## config.mk

```make
export PLATFORM = sky130hd
export DESIGN_NAME = llki_pp_top
export DESIGN_NICKNAME = d
export VERILOG_FILES = /design/src/hw/llki_msg_pkg.sv /design/src/hw/llki_bus_pkg.sv /design/src/hw/llki_key_word_counter.sv /design/src/hw/llki_reg_decode.sv /design/src/hw/llki_pp_fsm.sv /design/src/hw/llki_pp_top.sv
export SDC_FILE = /design/constraint.sdc
export NUM_CORES = 1
export LEC_CHECK = 0
export BUFFER_PORTS_ARGS = -buffer_cell sky130_fd_sc_hd__clkbuf_2
export CAP_MARGIN = 20
export CORE_UTILIZATION = 30
export DETAILED_ROUTE_END_ITERATION = 7
export PLACE_DENSITY = 0.61
export SYNTH_ARGS = -nofsm -noshare
export SYNTH_HDL_FRONTEND = slang
export SYNTH_SLANG_ARGS = --single-unit
```

## constraint.sdc

```tcl
create_clock -name clk -period 4.7 [get_ports clk]
set_input_delay 0.705 -clock clk [delete_from_list [all_inputs] [get_ports clk]]
set_output_delay 0.705 -clock clk [all_outputs]
set_load 0.05 [all_outputs]
```

## src/hw/llki_msg_pkg.sv

```systemverilog
// Key-loading message definitions: IDs, status codes, header layout and FSM states
package llki_msg_pkg;

  // Width of the length field, which counts the header word too
  localparam int MSG_LEN_W = 16;

  // ------------------------------
  // Message IDs, carried in the low byte of every header
  // ------------------------------
  typedef enum logic [7:0] {
    // Host requests
    MID_LOAD_KEY_REQ    = 8'h00,
    MID_CLEAR_KEY_REQ   = 8'h01,
    MID_KEY_STATUS_REQ  = 8'h02,
    // Responses back to the host
    MID_LOAD_KEY_ACK    = 8'h03,
    MID_CLEAR_KEY_ACK   = 8'h04,
    MID_KEY_STATUS_RESP = 8'h05,
    MID_ERROR_RESP      = 8'h06
  } llki_msg_id_e;

  // ------------------------------
  // Status codes
  // ------------------------------
  typedef enum logic [7:0] {
    STS_GOOD            = 8'h00,
    STS_KEY_PRESENT     = 8'h01,
    STS_KEY_NOT_PRESENT = 8'h02,
    // Error codes sit apart from the normal ones
    STS_BAD_MSG_ID      = 8'h20,
    STS_BAD_MSG_LEN     = 8'h21,
    STS_KEY_OVERWRITE   = 8'h22,
    STS_LOSS_OF_SYNC    = 8'h23,
    STS_BAD_KEY_LEN     = 8'h24
  } llki_status_e;

  // Header word, same layout for requests and responses
  typedef struct packed {
    logic [MSG_LEN_W-1:0] msg_len;
    llki_status_e         status;
    llki_msg_id_e         msg_id;
  } llki_msg_hdr_t;

  // Protocol FSM states
  typedef enum logic [2:0] {
    ST_IDLE,
    ST_MSG_CHECK,
    ST_LOAD_KEY_WORDS,
    ST_WAIT_COMPLETE,
    ST_CLEAR_KEY,
    ST_RESPONSE
  } llki_state_e;

endpackage

```

## src/hw/llki_bus_pkg.sv

```systemverilog
// Register bus and core key port types plus control/status bit map
package llki_bus_pkg;

  // Register bus widths
  localparam int BUS_AW = 32;
  localparam int BUS_DW = 32;

  // Host side request, strobes are one cycle wide
  typedef struct packed {
    logic              we;
    logic              re;
    logic [BUS_AW-1:0] addr;
    logic [BUS_DW-1:0] wdata;
  } reg_req_t;

  // Response, returned one cycle after the strobe
  typedef struct packed {
    logic              ack;
    logic              error;
    logic [BUS_DW-1:0] rdata;
  } reg_rsp_t;

  // ------------------------------
  // Discrete key port of the core
  // ------------------------------
  typedef struct packed {
    logic [BUS_DW-1:0] key_data;
    logic              key_valid;
    logic              clear_key;
  } key_out_t;

  typedef struct packed {
    logic key_ready;
    logic key_complete;
    logic clear_key_ack;
  } key_in_t;

  // Control/status register bit positions
  localparam int CTRLSTS_RESP_WAITING_BIT  = 0;
  localparam int CTRLSTS_READY_FOR_KEY_BIT = 1;

endpackage

```

## src/hw/llki_key_word_counter.sv

```systemverilog
// Counter of the key words still due in a load-key message
`timescale 1ns/1ns

module llki_key_word_counter (
  input  logic                               clk,
  input  logic                               rst,
  input  logic                               load_i,
  input  logic [llki_msg_pkg::MSG_LEN_W-1:0] len_i,
  input  logic                               dec_i,
  output logic                               last_o
);

  // Length counts the header, so two left means one key word to go
  localparam logic [llki_msg_pkg::MSG_LEN_W-1:0] LAST_CNT = 2;

  logic [llki_msg_pkg::MSG_LEN_W-1:0] cnt_q;

  // ------------------------------
  // Remaining word count
  // ------------------------------
  always_ff @(posedge clk or posedge rst) begin
    if (rst) begin
      cnt_q <= '0;
    end else if (load_i) begin
      cnt_q <= len_i;
    end else if (dec_i && (cnt_q != '0)) begin
      // Never wraps below zero
      cnt_q <= cnt_q - 1'b1;
    end
  end

  assign last_o = (cnt_q == LAST_CNT);

endmodule

```

## src/hw/llki_reg_decode.sv

```systemverilog
// Register bus decode with control/status register, read mux and bus response
`timescale 1ns/1ns

module llki_reg_decode #(
  parameter logic [llki_bus_pkg::BUS_AW-1:0] CTRLSTS_ADDR  = '0,
  parameter logic [llki_bus_pkg::BUS_AW-1:0] SENDRECV_ADDR = '0
) (
  input  logic                             clk,
  input  logic                             rst,
  // Host register bus
  input  llki_bus_pkg::reg_req_t           req_i,
  output llki_bus_pkg::reg_rsp_t           rsp_o,
  // Status sources
  input  logic                             key_ready_i,
  input  logic                             resp_waiting_i,
  input  llki_msg_pkg::llki_msg_hdr_t      resp_word_i,
  // Pulses toward the protocol FSM
  output logic                             msg_wr_o,
  output logic [llki_bus_pkg::BUS_DW-1:0]  msg_data_o,
  output logic                             resp_rd_o
);

  // Address hits
  logic hit_ctrl;
  logic hit_sr;
  logic access;

  // Registered bus response
  logic                            ack_q;
  logic                            err_q;
  logic [llki_bus_pkg::BUS_DW-1:0] rdata_q;
  logic [llki_bus_pkg::BUS_DW-1:0] rdata_d;

  // Two flag control/status register
  logic [1:0] ctrlsts_q;

  assign hit_ctrl = (req_i.addr == CTRLSTS_ADDR);
  assign hit_sr   = (req_i.addr == SENDRECV_ADDR);
  assign access   = req_i.we | req_i.re;

  // ------------------------------
  // Send/receive pulses
  // ------------------------------
  // Header and key words go straight to the FSM, no buffering of key material
  assign msg_wr_o   = req_i.we & hit_sr;
  assign msg_data_o = req_i.wdata;
  // Reading the response word releases the FSM
  assign resp_rd_o  = req_i.re & hit_sr;

  // ------------------------------
  // Control/status and bus response
  // ------------------------------
  always_ff @(posedge clk or posedge rst) begin
    if (rst) begin
      ctrlsts_q <= '0;
      ack_q     <= 1'b0;
      err_q     <= 1'b0;
    end else begin
      // Flags follow their sources one cycle late
      ctrlsts_q[llki_bus_pkg::CTRLSTS_RESP_WAITING_BIT]  <= resp_waiting_i;
      ctrlsts_q[llki_bus_pkg::CTRLSTS_READY_FOR_KEY_BIT] <= key_ready_i;
      // Every strobe is acknowledged on the next cycle
      ack_q <= access;
      // Unmapped address, flagged with the acknowledge
      err_q <= access & ~(hit_ctrl | hit_sr);
    end
  end

  // Read mux
  always_comb begin
    rdata_d = '0;
    if (hit_ctrl) begin
      rdata_d[1:0] = ctrlsts_q;
    end else if (hit_sr) begin
      rdata_d = resp_word_i;
    end
  end

  // Read data only moves on a read strobe
  always_ff @(posedge clk) begin
    if (req_i.re) begin
      rdata_q <= rdata_d;
    end
  end

  assign rsp_o.ack   = ack_q;
  assign rsp_o.error = err_q;
  assign rsp_o.rdata = rdata_q;

endmodule

```

## src/hw/llki_pp_fsm.sv

```systemverilog
// Protocol FSM: checks requests, steers key words and clears, builds responses
`timescale 1ns/1ns

module llki_pp_fsm (
  input  logic                                 clk,
  input  logic                                 rst,
  // From the register decode
  input  logic                                 msg_wr_i,
  input  logic [llki_bus_pkg::BUS_DW-1:0]      msg_data_i,
  input  logic                                 resp_rd_i,
  // Core key port
  input  llki_bus_pkg::key_in_t                key_i,
  output llki_bus_pkg::key_out_t               key_o,
  // Key word counter
  output logic                                 cnt_load_o,
  output logic [llki_msg_pkg::MSG_LEN_W-1:0]   cnt_len_o,
  output logic                                 cnt_dec_o,
  input  logic                                 cnt_last_i,
  // Response toward the host
  output logic                                 resp_waiting_o,
  output llki_msg_pkg::llki_msg_hdr_t          resp_word_o
);

  // All responses are a single header word
  localparam logic [llki_msg_pkg::MSG_LEN_W-1:0] RESP_LEN = 1;

  llki_msg_pkg::llki_state_e       state_q;
  llki_msg_pkg::llki_state_e       state_d;
  // Request header that is later reused for the response ID and status
  llki_msg_pkg::llki_msg_hdr_t     hdr_q;
  llki_msg_pkg::llki_msg_hdr_t     hdr_d;
  logic                            key_valid_q;
  logic                            key_valid_d;
  logic [llki_bus_pkg::BUS_DW-1:0] key_data_q;
  logic [llki_bus_pkg::BUS_DW-1:0] key_data_d;

  // Response header from an ID and a status code
  function automatic llki_msg_pkg::llki_msg_hdr_t mk_hdr(
    input llki_msg_pkg::llki_msg_id_e id,
    input llki_msg_pkg::llki_status_e code
  );
    llki_msg_pkg::llki_msg_hdr_t h;
    h.msg_len = RESP_LEN;
    h.status  = code;
    h.msg_id  = id;
    return h;
  endfunction

  // ------------------------------
  // Next state logic
  // ------------------------------
  always_comb begin
    state_d     = state_q;
    hdr_d       = hdr_q;
    key_valid_d = 1'b0;
    key_data_d  = key_data_q;
    cnt_load_o  = 1'b0;
    cnt_dec_o   = 1'b0;

    case (state_q)
      llki_msg_pkg::ST_IDLE: begin
        // Capture the header for the check on the next cycle
        if (msg_wr_i) begin
          hdr_d   = llki_msg_pkg::llki_msg_hdr_t'(msg_data_i);
          state_d = llki_msg_pkg::ST_MSG_CHECK;
        end
      end

      llki_msg_pkg::ST_MSG_CHECK: begin
        state_d = llki_msg_pkg::ST_RESPONSE;
        case (hdr_q.msg_id)
          llki_msg_pkg::MID_LOAD_KEY_REQ: begin
            // Need the header plus at least one key word
            if (hdr_q.msg_len < 2) begin
              hdr_d = mk_hdr(llki_msg_pkg::MID_ERROR_RESP, llki_msg_pkg::STS_BAD_MSG_LEN);
            end else if (key_i.key_complete) begin
              hdr_d = mk_hdr(llki_msg_pkg::MID_ERROR_RESP, llki_msg_pkg::STS_KEY_OVERWRITE);
            end else begin
              // Arm the counter with the full length
              cnt_load_o = 1'b1;
              state_d    = llki_msg_pkg::ST_LOAD_KEY_WORDS;
            end
          end
          llki_msg_pkg::MID_CLEAR_KEY_REQ: begin
            if (hdr_q.msg_len != 1) begin
              hdr_d = mk_hdr(llki_msg_pkg::MID_ERROR_RESP, llki_msg_pkg::STS_BAD_MSG_LEN);
            end else begin
              state_d = llki_msg_pkg::ST_CLEAR_KEY;
            end
          end
          llki_msg_pkg::MID_KEY_STATUS_REQ: begin
            if (hdr_q.msg_len != 1) begin
              hdr_d = mk_hdr(llki_msg_pkg::MID_ERROR_RESP, llki_msg_pkg::STS_BAD_MSG_LEN);
            end else if (key_i.key_complete) begin
              hdr_d = mk_hdr(llki_msg_pkg::MID_KEY_STATUS_RESP,
                             llki_msg_pkg::STS_KEY_PRESENT);
            end else begin
              hdr_d = mk_hdr(llki_msg_pkg::MID_KEY_STATUS_RESP,
                             llki_msg_pkg::STS_KEY_NOT_PRESENT);
            end
          end
          default: begin
            hdr_d = mk_hdr(llki_msg_pkg::MID_ERROR_RESP, llki_msg_pkg::STS_BAD_MSG_ID);
          end
        endcase
      end

      llki_msg_pkg::ST_LOAD_KEY_WORDS: begin
        if (msg_wr_i) begin
          if (!key_i.key_ready) begin
            // Core not ready so the word is dropped
            hdr_d   = mk_hdr(llki_msg_pkg::MID_ERROR_RESP, llki_msg_pkg::STS_LOSS_OF_SYNC);
            state_d = llki_msg_pkg::ST_RESPONSE;
          end else if (key_i.key_complete) begin
            // Too many words for this core so wipe what it holds
            hdr_d   = mk_hdr(llki_msg_pkg::MID_ERROR_RESP, llki_msg_pkg::STS_BAD_KEY_LEN);
            state_d = llki_msg_pkg::ST_CLEAR_KEY;
          end else begin
            key_data_d  = msg_data_i;
            key_valid_d = 1'b1;
            cnt_dec_o   = 1'b1;
            // Last word sent while the core still has to finish
            if (cnt_last_i) begin
              hdr_d   = mk_hdr(llki_msg_pkg::MID_LOAD_KEY_ACK, llki_msg_pkg::STS_GOOD);
              state_d = llki_msg_pkg::ST_WAIT_COMPLETE;
            end
          end
        end
      end

      llki_msg_pkg::ST_WAIT_COMPLETE: begin
        if (key_i.key_complete) begin
          state_d = llki_msg_pkg::ST_RESPONSE;
        end
      end

      llki_msg_pkg::ST_CLEAR_KEY: begin
        if (key_i.clear_key_ack) begin
          // An error code picked up on the way here is kept
          if (hdr_q.msg_id != llki_msg_pkg::MID_ERROR_RESP) begin
            hdr_d = mk_hdr(llki_msg_pkg::MID_CLEAR_KEY_ACK, llki_msg_pkg::STS_GOOD);
          end
          state_d = llki_msg_pkg::ST_RESPONSE;
        end
      end

      llki_msg_pkg::ST_RESPONSE: begin
        // Host read of send/receive ends the message
        if (resp_rd_i) begin
          state_d = llki_msg_pkg::ST_IDLE;
        end
      end

      default: begin
        state_d = llki_msg_pkg::ST_IDLE;
      end
    endcase
  end

  // ------------------------------
  // Registers
  // ------------------------------
  always_ff @(posedge clk or posedge rst) begin
    if (rst) begin
      state_q     <= llki_msg_pkg::ST_IDLE;
      key_valid_q <= 1'b0;
    end else begin
      state_q     <= state_d;
      key_valid_q <= key_valid_d;
    end
  end

  // Header and key word
  always_ff @(posedge clk) begin
    hdr_q      <= hdr_d;
    key_data_q <= key_data_d;
  end

  // Counter starts from the request length
  assign cnt_len_o = hdr_q.msg_len;

  // Core side
  assign key_o.key_data  = key_data_q;
  assign key_o.key_valid = key_valid_q;
  // Held until the core acknowledges
  assign key_o.clear_key = (state_q == llki_msg_pkg::ST_CLEAR_KEY);

  // Response word is valid while waiting
  assign resp_waiting_o = (state_q == llki_msg_pkg::ST_RESPONSE);
  always_comb begin
    resp_word_o         = hdr_q;
    resp_word_o.msg_len = RESP_LEN;
  end

endmodule

```

## src/hw/llki_pp_top.sv

```systemverilog
// Key-loading protocol processor between a register bus and a core key port
`timescale 1ns/1ns

module llki_pp_top #(
  parameter logic [llki_bus_pkg::BUS_AW-1:0] CTRLSTS_ADDR  = 32'h0000_0000,
  parameter logic [llki_bus_pkg::BUS_AW-1:0] SENDRECV_ADDR = 32'h0000_0008
) (
  input  logic                   clk,
  input  logic                   rst,
  // Host register bus
  input  llki_bus_pkg::reg_req_t req_i,
  output llki_bus_pkg::reg_rsp_t rsp_o,
  // Core key port
  input  llki_bus_pkg::key_in_t  key_i,
  output llki_bus_pkg::key_out_t key_o
);

  // Decode to FSM
  logic                               msg_wr;
  logic [llki_bus_pkg::BUS_DW-1:0]    msg_data;
  logic                               resp_rd;
  // FSM to decode
  logic                               resp_waiting;
  llki_msg_pkg::llki_msg_hdr_t        resp_word;
  // FSM and counter
  logic                               cnt_load;
  logic [llki_msg_pkg::MSG_LEN_W-1:0] cnt_len;
  logic                               cnt_dec;
  logic                               cnt_last;

  // ------------------------------
  // Register decode
  // ------------------------------
  llki_reg_decode #(
    .CTRLSTS_ADDR  (CTRLSTS_ADDR),
    .SENDRECV_ADDR (SENDRECV_ADDR)
  ) i_llki_reg_decode (
    .clk            (clk),
    .rst            (rst),
    .req_i          (req_i),
    .rsp_o          (rsp_o),
    .key_ready_i    (key_i.key_ready),
    .resp_waiting_i (resp_waiting),
    .resp_word_i    (resp_word),
    .msg_wr_o       (msg_wr),
    .msg_data_o     (msg_data),
    .resp_rd_o      (resp_rd)
  );

  // ------------------------------
  // Protocol FSM
  // ------------------------------
  llki_pp_fsm i_llki_pp_fsm (
    .clk            (clk),
    .rst            (rst),
    .msg_wr_i       (msg_wr),
    .msg_data_i     (msg_data),
    .resp_rd_i      (resp_rd),
    .key_i          (key_i),
    .key_o          (key_o),
    .cnt_load_o     (cnt_load),
    .cnt_len_o      (cnt_len),
    .cnt_dec_o      (cnt_dec),
    .cnt_last_i     (cnt_last),
    .resp_waiting_o (resp_waiting),
    .resp_word_o    (resp_word)
  );

  // Key words still due
  llki_key_word_counter i_llki_key_word_counter (
    .clk    (clk),
    .rst    (rst),
    .load_i (cnt_load),
    .len_i  (cnt_len),
    .dec_i  (cnt_dec),
    .last_o (cnt_last)
  );

endmodule

```

# Word-level counts from Yosys, hierarchy flattened
# Cells that the tools add are included.
# totals
regBits	120
output_inout_bits	68
word_cells	92
# classes
add_sub_neg	1
order_cmp	1
eq_ne	20
mux	38
bitwise_logic	8
n_reduce_logical	11
# op_table
operator	count
32-bit two-way mux	11
32-bit case mux with 4 select lines	1
32-bit case mux with 3 select lines	1
32-bit by 4-bit equality test with 1-bit output (second input constant)	1
32-bit zero test	1
16-bit two-way mux	2
3-bit two-way mux	10
3-bit case mux with 6 select lines	1
17-bit two-way mux	1
16-bit by 2-bit equality test with 1-bit output (second input constant)	1
16-bit by 2-bit < comparator with 1-bit output (second input constant)	1
16-bit by 1-bit inequality test with 1-bit output (second input constant)	1
16-bit nonzero test	1
16-bit by 1-bit subtractor with 16-bit output (second input constant)	1
10-bit two-way mux	1
8-bit by 1-bit equality test with 1-bit output (second input constant)	1
8-bit by 2-bit equality test with 1-bit output (second input constant)	1
8-bit zero test	1
1-bit two-way mux	8
2-bit by 1-bit inequality test with 1-bit output (second input constant)	4
8-bit by 3-bit inequality test with 1-bit output (second input constant)	1
8-bit AND reduction	1
3-bit by 2-bit equality test with 1-bit output (second input constant)	2
3-bit equality test (second input constant)	2
17 further kinds	23

# Logic depth before layout (Yosys ltp)
# Gate-level depths: netlist (run 1).
# logic_depth
word_depth	7
depth_mapped	9
mapped_depth_nobuf	8

# Hierarchy
# A second synthesis (run 1) with hierarchy kept.
# hier_totals
cells_unflattened	509
hier_area_um2	6060.8
# by_module_without_submodules
mod	n_inst	cells_each	area_each_um2	seq_area_each_um2
llki_pp_fsm	1	216	2940.3	2021.9
llki_reg_decode	1	165	2031.9	1061.0
llki_key_word_counter	1	128	1088.5	400.4

# Worst setup path before layout (run 1)
# OpenSTA, ideal clock, no wires.
# synth_path
path_type	in2reg
from	input port req_i[45] (netlist bit)
to	register i_llki_pp_fsm.hdr_q, in the netlist i_llki_pp_fsm.cnt_len_o[0] (enable)
setup_ns	0.392
t_arrival_ns	2.741
path_slack_ns	1.567
stages	6
n_path_buf	0
cell_sequence	nor4_1 -> nand4_1 -> nor3_2 -> a21oi_1 -> nor2_1 -> and3_1
# synth_between
elab_chain_len	4
word_cells_on_any_way	5
classes_between	3 x eq/ne; 1 x bitwise; 1 x reduce/logical
# synth_lines
element	line_no	source
start, declared	llki_pp_top.sv:11	input llki_bus_pkg::reg_req_t req_i,
32-bit by 4-bit equality test with 1-bit output (*)	llki_reg_decode.sv:38	assign hit_sr = (req_i.addr == SENDRECV_ADDR);
1-bit AND (*)	llki_reg_decode.sv:45	assign msg_wr_o = req_i.we & hit_sr;
2-bit by 1-bit inequality test with 1-bit output (no line)	n/a	
8-bit AND reduction (no line) (*)	n/a	
end signal, assigned	llki_pp_fsm.sv:175	hdr_q <= hdr_d;
end, declared	llki_pp_fsm.sv:30	llki_msg_pkg::llki_msg_hdr_t hdr_q;
# Mark *: on every way between the ends. The rest lies on a longest branch, timed or not.
# A chain may end at the register's enable or synchronous reset.

# Final worst setup path (run 1)
# layout_path
from	input port req_i[40] (netlist bit)
to	register i_llki_pp_fsm.hdr_q, in the netlist i_llki_pp_fsm.cnt_len_o[6] (enable)
# Same word-level chain as after synthesis.

==> results summary, run 1 <==
The delay contributed by the slowest stage of the critical path is 550 ps. The final setup skew came out at 10.20 ps. The pin count of the biggest net entering global routing is 33. The highest routing layer actually used is met4. For the pin with the worst max-slew slack, the measured transition is 700.0 ps. The cell leakage power came out at 2.356 nW. The worst-case hold slack came out at 234.4 ps. The routed design has 10830 µm of wire.

The areal power density over the cells came out at 482.1 mW/mm². After detailed placement, the total cell area comes to 0.005535 mm². The cell at the slowest stage of the critical path is sky130_fd_sc_hd__nor3_2. After detailed routing, the average wire length per cell comes to between 10 and 15 µm. In this run the worst setup path begins at req_i[40].

The worst-skew pair later-pin latency is 340 ps. The area of the die came out at 0.01640 mm². Once the clock tree was built, the setup fixing pass inserted 0 buffers. The total area inside the core boundary comes to 0.01537 mm².

The routed length on met2 is slightly above 5000 µm. The congestion estimate from routability-driven global placement came to 0.8457. The synthesized design contains 81 enable-type register cells.

Sorting the synthesized cells by area gives the leading types as sky130_fd_sc_hd__edfxtp_1, sky130_fd_sc_hd__dfrtp_1, sky130_fd_sc_hd__and2_1, sky130_fd_sc_hd__buf_4, sky130_fd_sc_hd__nor2_1. The remaining max-slew budget at the tightest pin came out at 0.5298. The type of the worst setup path is in -> reg. The top-level I/O count is 139. The pre-CTS worst setup slack is approximately 1300 ps.

Traced cell by cell, the critical path runs through clkbuf_2 -> nor4_1 -> nand4_1 -> nor3_2 -> a21oi_1 -> nor2_1 -> and3_1 -> buf_4. The ratio of final minimum period to clock period is 0.6335. The flop and latch count out of synthesis came out at 105. The total number of placement rows is 45. The width of the die is 128.1 µm. The synthesized netlist cell count came out at 388. The worst setup path is launched from a primary input. In this design, the largest share of critical-path delay is due to simple AND/OR/NAND/NOR gates.

Setup repair after global routing left no endpoint under its margin. The number of maximum-capacitance constraint violations is 0. The die boundary height came out at 128.1 µm.

By instance count, the leading cell after synthesis is sky130_fd_sc_hd__edfxtp_1. The sequential cell area fraction in the yosys report came out at 0.6361. The H-tree level count is 3. The clock sink count is approximately 110. The TritonCTS buffer count came out at 9. The number of hold violations in the final report came out at 0. For this run, the number of Yosys warnings is 0. The biggest area contributor in the post-synthesis netlist is sky130_fd_sc_hd__edfxtp_1. The maximum fanout encountered on the critical timing path came out at 27. After detailed routing, the met3 layer carries slightly above 700 µm of wire.

The number of DRC markers in iteration 0 came out at 180. The total chip power is 2.827 mW. The flow ran to the end, and the final reports show no timing, DRC or antenna violations.

The total global routing track utilization is 0.1332. For the worst setup path, the data required time is 4710 ps. The number of nets still failing antenna checks after routing is 0. The average via count per standard cell came out at approximately 4.8. The wire length of the first global-routing pass came out at 16660 µm.

The final net count came out at 583. The clock transition at the registers of the reported paths is around 70 ps. The via count of the first global-routing pass came out at ~3300. The relative area change from synthesis to final layout is 22.99%.

The post-cts resize count is 0. The vias after detailed routing came out at 3482. The hold-fix buffer count after cts came out at 0. The total count of max-transition violations in the final report was 0. The maximum ir drop on the vdd rail came out at 0.1893 mV.

The half-perimeter wire length of the detailed placement result came out at 7897 µm. After detailed routing, the wire length on met1 is 4778 µm. The CTS root buffer is sky130_fd_sc_hd__clkbuf_16. The area of all placed cells without fillers came out at 0.005864 mm². The share of the synthesized area in the top cell type came out at 0.5101. Sorting the synthesized cells by how often they occur yields sky130_fd_sc_hd__edfxtp_1, sky130_fd_sc_hd__and2_1, sky130_fd_sc_hd__nor2_1. The number of antenna violations at the first check in global routing is 0. The tightest min-delay check is of the in -> async type. The most common flop cell mapped by yosys is sky130_fd_sc_hd__edfxtp_1. The synthesized area per cell is around 12 µm².

The diode insertion count for antenna repair is 0. The setup TNS is 0 ps. The total overflow reported by the global router is 0.

TritonCTS built the clock tree. The starting density of the core came out at 0.3102. The final worst setup slack is 1723 ps. The number of filler instances in the final layout came out at 1498. The number of buffers and inverters on the critical path came out at 2. The number of buffers inserted by port buffering came out at ~120. The number of DRC violations after detailed routing came out at 0. Summing every instance area after synthesis gives 0.004768 mm². The startpoint identified for the worst register-to-register timing path is i_llki_key_word_counter.cnt_q[8]. The timing-limited maximum frequency came out at 335.9 MHz. The worst setup path is captured at a register.

The final-report setup violation count is 0. The fraction of synthesis flops using an asynchronous set or reset pin is 0.2286. The post-layout minimum cycle time is 2977 ps. Data on the critical path arrives at its endpoint at 2990 ps.

Of the cells placed in the final design, the portion with a size suffix greater than 1 is 0.3093. The first detailed-routing pass ran for 4 iterations. The clock tree buffer depth came out at 2. The netlist uses 62 different library cells.
## cell usage in the layout (no fill, tap or decap), types with 3 or more instances in the layout
| cell | Yosys | final |
|---|---|---|
| sky130_fd_sc_hd__nand2_1 | 21 | 21 |
| sky130_fd_sc_hd__or2_2 | 3 | 3 |
| sky130_fd_sc_hd__a32oi_1 | 3 | 3 |
| sky130_fd_sc_hd__a21oi_1 | 17 | 16 |
| sky130_fd_sc_hd__nor3_1 | 14 | 13 |
| sky130_fd_sc_hd__dfrtp_1 | 24 | 24 |
| sky130_fd_sc_hd__nand3_1 | 3 | 3 |
| sky130_fd_sc_hd__nor2_1 | 28 | 28 |
| sky130_fd_sc_hd__nand2b_1 | 9 | 9 |
| sky130_fd_sc_hd__clkbuf_2 | 0 | 123 |
| sky130_fd_sc_hd__inv_1 | 11 | 11 |
| sky130_fd_sc_hd__conb_1 | 1 | 15 |
| sky130_fd_sc_hd__nand4_1 | 7 | 7 |
| sky130_fd_sc_hd__o211ai_1 | 3 | 3 |
| sky130_fd_sc_hd__o22ai_1 | 5 | 5 |
| sky130_fd_sc_hd__nor4_1 | 12 | 12 |
| sky130_fd_sc_hd__edfxtp_1 | 81 | 81 |
| sky130_fd_sc_hd__o21ai_0 | 3 | 3 |
| sky130_fd_sc_hd__and2_1 | 41 | 41 |
| sky130_fd_sc_hd__o41ai_1 | 4 | 4 |
| sky130_fd_sc_hd__or3_1 | 6 | 6 |
| sky130_fd_sc_hd__a21o_1 | 5 | 5 |
| sky130_fd_sc_hd__a211oi_1 | 3 | 3 |
| sky130_fd_sc_hd__clkbuf_16 | 0 | 9 |
| sky130_fd_sc_hd__o21ai_1 | 8 | 8 |
| sky130_fd_sc_hd__buf_4 | 19 | 3 |
## worst paths after layout
check                                                   end  cells after the start  slack, ps
hold reg to reg               i_llki_reg_decode.rdata_q[11]                      1        530
min in group clk              i_llki_reg_decode.rdata_q[11]                      1        530
max in group asynchronous    i_llki_reg_decode.ctrlsts_q[1]                      3       4090
setup reg to reg                 i_llki_pp_fsm.cnt_len_o[6]                      7       1820
hold / removal             i_llki_key_word_counter.cnt_q[7]                      2        230
setup / recovery                 i_llki_pp_fsm.cnt_len_o[6]                      8       1720
## power by group
group          switching, mW  internal [mW]  total, mW
Combinational          0.426          0.247      0.672
Sequential             0.152           1.26       1.42
Clock                  0.329          0.410      0.739
Total                  0.907           1.92       2.83
## layout make-up
| cell class | count | area (µm²) | share of cell area |
|---|---|---|---|
| multi-input cells | 254 | 1555 | 0.2652 |
| well taps | 211 | 264.0 | 0.04502 |
| inverters | 12 | 45.04 | 0.007681 |
| clock buffers | 10 | 229.0 | 0.03904 |
| clock inverters | 5 | 57.56 | 0.009814 |
| flip-flops and latches | 105 | 3033 | 0.5172 |
| repair buffers | 128 | 680.7 | 0.1161 |
## per-stage QoR
step	cells	util
finish	725	0.3815
floorplan	402	-
global route	725	0.3815
global placement	708	0.3601
detailed placement	708	0.3601
CTS	723	0.3788
## flip-flops by register name (all words and copies together), names as in the netlist
signal / flops
i_llki_key_word_counter.cnt_q: 16
i_llki_pp_fsm.cnt_len_o: 16
i_llki_pp_fsm.key_data_q: 32
i_llki_pp_fsm.key_valid_q: 1
i_llki_pp_fsm.resp_word_o: 16
i_llki_pp_fsm.state_q: 3
i_llki_reg_decode.ack_q: 1
i_llki_reg_decode.ctrlsts_q: 2
i_llki_reg_decode.err_q: 1
i_llki_reg_decode.rdata_q: 17
## layer usage
layer	up-vias	track usage
met4	0	0.05952
li1	1653	-
met2	129	0.2148
met3	13	0.02963
met5	-	0
met1	1687	0.1713
## cell families after synthesis
kind of cell / Yosys count / share of synthesized area
fa+ha+maj: 2 / 0.005247
compound gates: 71 / 0.1037
flops: 105 / 0.6361
mux: 4 / 0.008921
other cells: 1 / 0.0007864
simple gates: 162 / 0.1947
buf+inv: 43 / 0.05064
Note: power is estimated with default switching activity, not from simulation.
==> inputs of run 2 (changes only) <==
PLACE_DENSITY = 0.63   (was 0.61)
clock period = 2.5 ns   (was 4.7 ns; I/O delays follow)
==> run 2 against run 1 <==
  * Critical endpoint is now i_llki_pp_fsm.cnt_len_o[9]
  * Clock power up 81%
  * Sequential cell count unchanged
  * Clock skew shrank 5.2 ps
  * Non-clock buffer count is 18 higher
  * Setup slack got worse by 1600 ps
  * Highest routed layer unchanged
  * Clock-buffer cell count grew 2
  * Wire length is 7.4% higher
==> results summary, run 2 (synthesized netlist as in run 1, its figures left out) <==
The flow ran to the end, and the final reports show no timing, DRC or antenna violations. The cell count of the worst reg-to-reg path is 6. The total chip power is approximately 5.4 mW. The total area of multi-input combinational cells is 0.001603 mm². The total number of placement rows is 45. The number of DRC markers in iteration 0 came out at between 200 and 250.

The origin of the critical flop-to-flop path is i_llki_pp_fsm.cnt_len_o[2]. The half-perimeter wire length of the detailed placement result came out at 8451 µm. Measured against its own limit, the worst slew margin works out to 0.6410.

The CTS tree is done. The core occupancy in the finished layout came out at 0.3923. The final net count is about 600.

The most common cell after layout, fill and taps aside is sky130_fd_sc_hd__clkbuf_2. The area of all placed cells without fillers came out at 0.006030 mm². The area of the core came out at 0.01537 mm². The first TritonRoute pass finished after 4 iterations. The reg2reg setup slack is 140 ps. The final-report setup violation count is 0. Leaving out fill and tap cells, the most frequent cells in the layout are sky130_fd_sc_hd__clkbuf_2, sky130_fd_sc_hd__edfxtp_1, sky130_fd_sc_hd__and2_1, sky130_fd_sc_hd__nor2_1, sky130_fd_sc_hd__dfrtp_1. The setup TNS is 0 ps. The met1 demand-to-capacity share in global routing came out at 0.1801. The number of buffers inserted by port buffering is roughly 120. The critical path in this run is classified as reg -> reg. Counting the buffers created by CTS gives 9. The fraction of final layout cells sized beyond drive strength 1 is 0.3451. Traced cell by cell, the critical path runs through nor4_1 -> and4_1 -> mux2_1 -> nor3_1 -> o21ai_2 -> and3_2. The area of the die came out at 0.01640 mm².

The maximum ir drop on the vdd rail came out at 0.4384 mV. After clock tree synthesis, the setup repair step added 0 buffers. The cell leakage power came out at 2.448 nW. The starting density of the core came out at 0.3102. For this run, the slowest stage of the critical path takes 420 ps. The worst path arrival time is 2460 ps. The most heavily used metal layer in global routing is met2. The tool flagged a number of max-cap violations equal to 0. The measured slew at the worst slew-check pin is 538.5 ps. The first global-routing pass estimated 17240 µm of wire.

Measured along the x axis, the die boundary spans around 130 µm. The global routing usage on met3 came out at 0.03756. The post-layout minimum cycle time came out at roughly 2400 ps. The top-level I/O count came out at 139. The number of antenna violations at the first check in global routing came out at 0. The hold-fix buffer count after cts is 0. The met2 usage is 0.2231.

In this run the critical register-to-register path is captured at i_llki_pp_fsm.cnt_len_o[9]. The relative area change from synthesis to final layout is 26.45%. The clock arrives with 4.991 ps of skew. The slowest stage of the critical path belongs to the cell sky130_fd_sc_hd__edfxtp_1. The number of nets still failing antenna checks after routing is 0. The number of hold violations in the final report was 0. The routed wire length is 11630 µm. The maximum fanout encountered on the critical timing path came out at 8. The vias after detailed routing came out at 3586.

The via count of the first global-routing pass is 3398. Setup repair after global routing left no endpoint under its margin. The sequential standard cell area is approximately 0.003 mm². The average via count per standard cell came out at 4.801.

The H-tree level count is 3. The areal power density over the cells came out at 899.6 mW/mm². The largest registers in the layout are i_llki_pp_fsm.key_data_q: 32 flops, i_llki_reg_decode.rdata_q: 17 flops. The clock sink count is ~110. The timing-limited maximum frequency is ~420 MHz. The ratio of final minimum period to clock period came out at 0.9459. The cell sitting at the root of the clock tree is a sky130_fd_sc_hd__clkbuf_16.

The number of filler instances in the final layout is 1481. The congestion estimate from routability-driven global placement came to 0.8518. In this run the vertical extent of the chip is 128.1 µm.

The worst-skew pair later-pin latency is 350 ps. The worst hold path class is in -> async. The flip-flop count of the largest register after layout came out at 32. The clock tree buffer depth came out at 2. Ranked by flip-flop count, first place goes to i_llki_pp_fsm.key_data_q.

The clock transition at the registers of the reported paths is 70 ps. The total overflow reported by the global router is 0. The worst setup path is launched from a register. The diode insertion count for antenna repair came out at 0. The worst setup path is captured at a register.

The worst endpoint required time is between 2000 and 3000 ps. Dividing the detail-routed wire length by the instance count gives 15.56 µm. The pin count of the biggest net entering global routing came out at 33.

Summing all placed instances gives a cell area of 0.005704 mm². The number of DRC violations after detailed routing is 0. The total count of max-transition violations in the final report came to 0. The total global routing track utilization is 0.1397.
-- run 2: cell types whose count changed in the layout (fill, tap and decap cells not counted), sizes merged --
cell,before,now
buf,5,23
clkbuf,133,135
and3,2,5
inv,12,13
bufinv,1,0
clkinv,4,3
-- run 2: through the flow --
step,setup WS [ps],cells,hold slack (ps)
global route,12.40,747,90.73
floorplan,141.1,402,389.6
detailed placement,31.90,728,444.1
CTS,16.70,744,67.72
global placement,108.1,728,447.3
finish,135.2,747,53.87
-- run 2: worst max path at each step --
| stage | from | endpoint | slack (ps) | cells past startpoint |
|---|---|---|---|---|
| floorplan | i_llki_key_word_counter.cnt_q[8] | i_llki_pp_fsm.cnt_len_o[0] | 140 | 6 |
| global placement | i_llki_key_word_counter.cnt_q[8] | i_llki_pp_fsm.cnt_len_o[12] | 110 | 6 |
| detailed placement | i_llki_key_word_counter.cnt_q[8] | i_llki_pp_fsm.cnt_len_o[13] | 30 | 6 |
| CTS | i_llki_key_word_counter.cnt_q[8] | i_llki_pp_fsm.cnt_len_o[13] | 20 | 6 |
| global route | i_llki_key_word_counter.cnt_q[8] | i_llki_pp_fsm.cnt_len_o[12] | 10 | 6 |
| finish | i_llki_pp_fsm.cnt_len_o[2] | i_llki_pp_fsm.cnt_len_o[9] | 140 | 6 |
-- run 2: critical path: cells and delay by family (launching register included) --
family          cells  cell delay (ps)
flops               1              420
simple gates        4             1180
mux                 1              360
compound gates      1              150
-- run 2: final cells by class --
| cell class | instances | area share |
|---|---|---|
| repair buffers | 146 | 0.1328 |
| inverters | 12 | 0.007470 |
| well taps | 211 | 0.04379 |
| multi-input cells | 257 | 0.2658 |
| flip-flops and latches | 105 | 0.5032 |
| clock buffers | 12 | 0.04254 |
| clock inverters | 4 | 0.004358 |
-- run 2: power breakdown --
group          leakage, nW  switching (mW)  internal, mW
sequential            1.08           0.238          2.37
combinational         1.23           0.927         0.550
clock                0.141           0.605         0.730
total                 2.45            1.77          3.65
-- run 2: repair_timing --
item,in CTS,in global routing
hold endpoints to repair,0,0
endpoints found under the setup margin,0,32
resized for setup,0,7
-- run 2: per-layer routing --
metal | wire [µm] | up-vias | part of all wire
li1 | - | 1702 | -
met1 | 5131 | 1718 | 0.44
met2 | 5485 | 152 | 0.47
met3 | 795 | 14 | 0.068
met4 | 214 | 0 | 0.018
met5 | 0 | - | 0
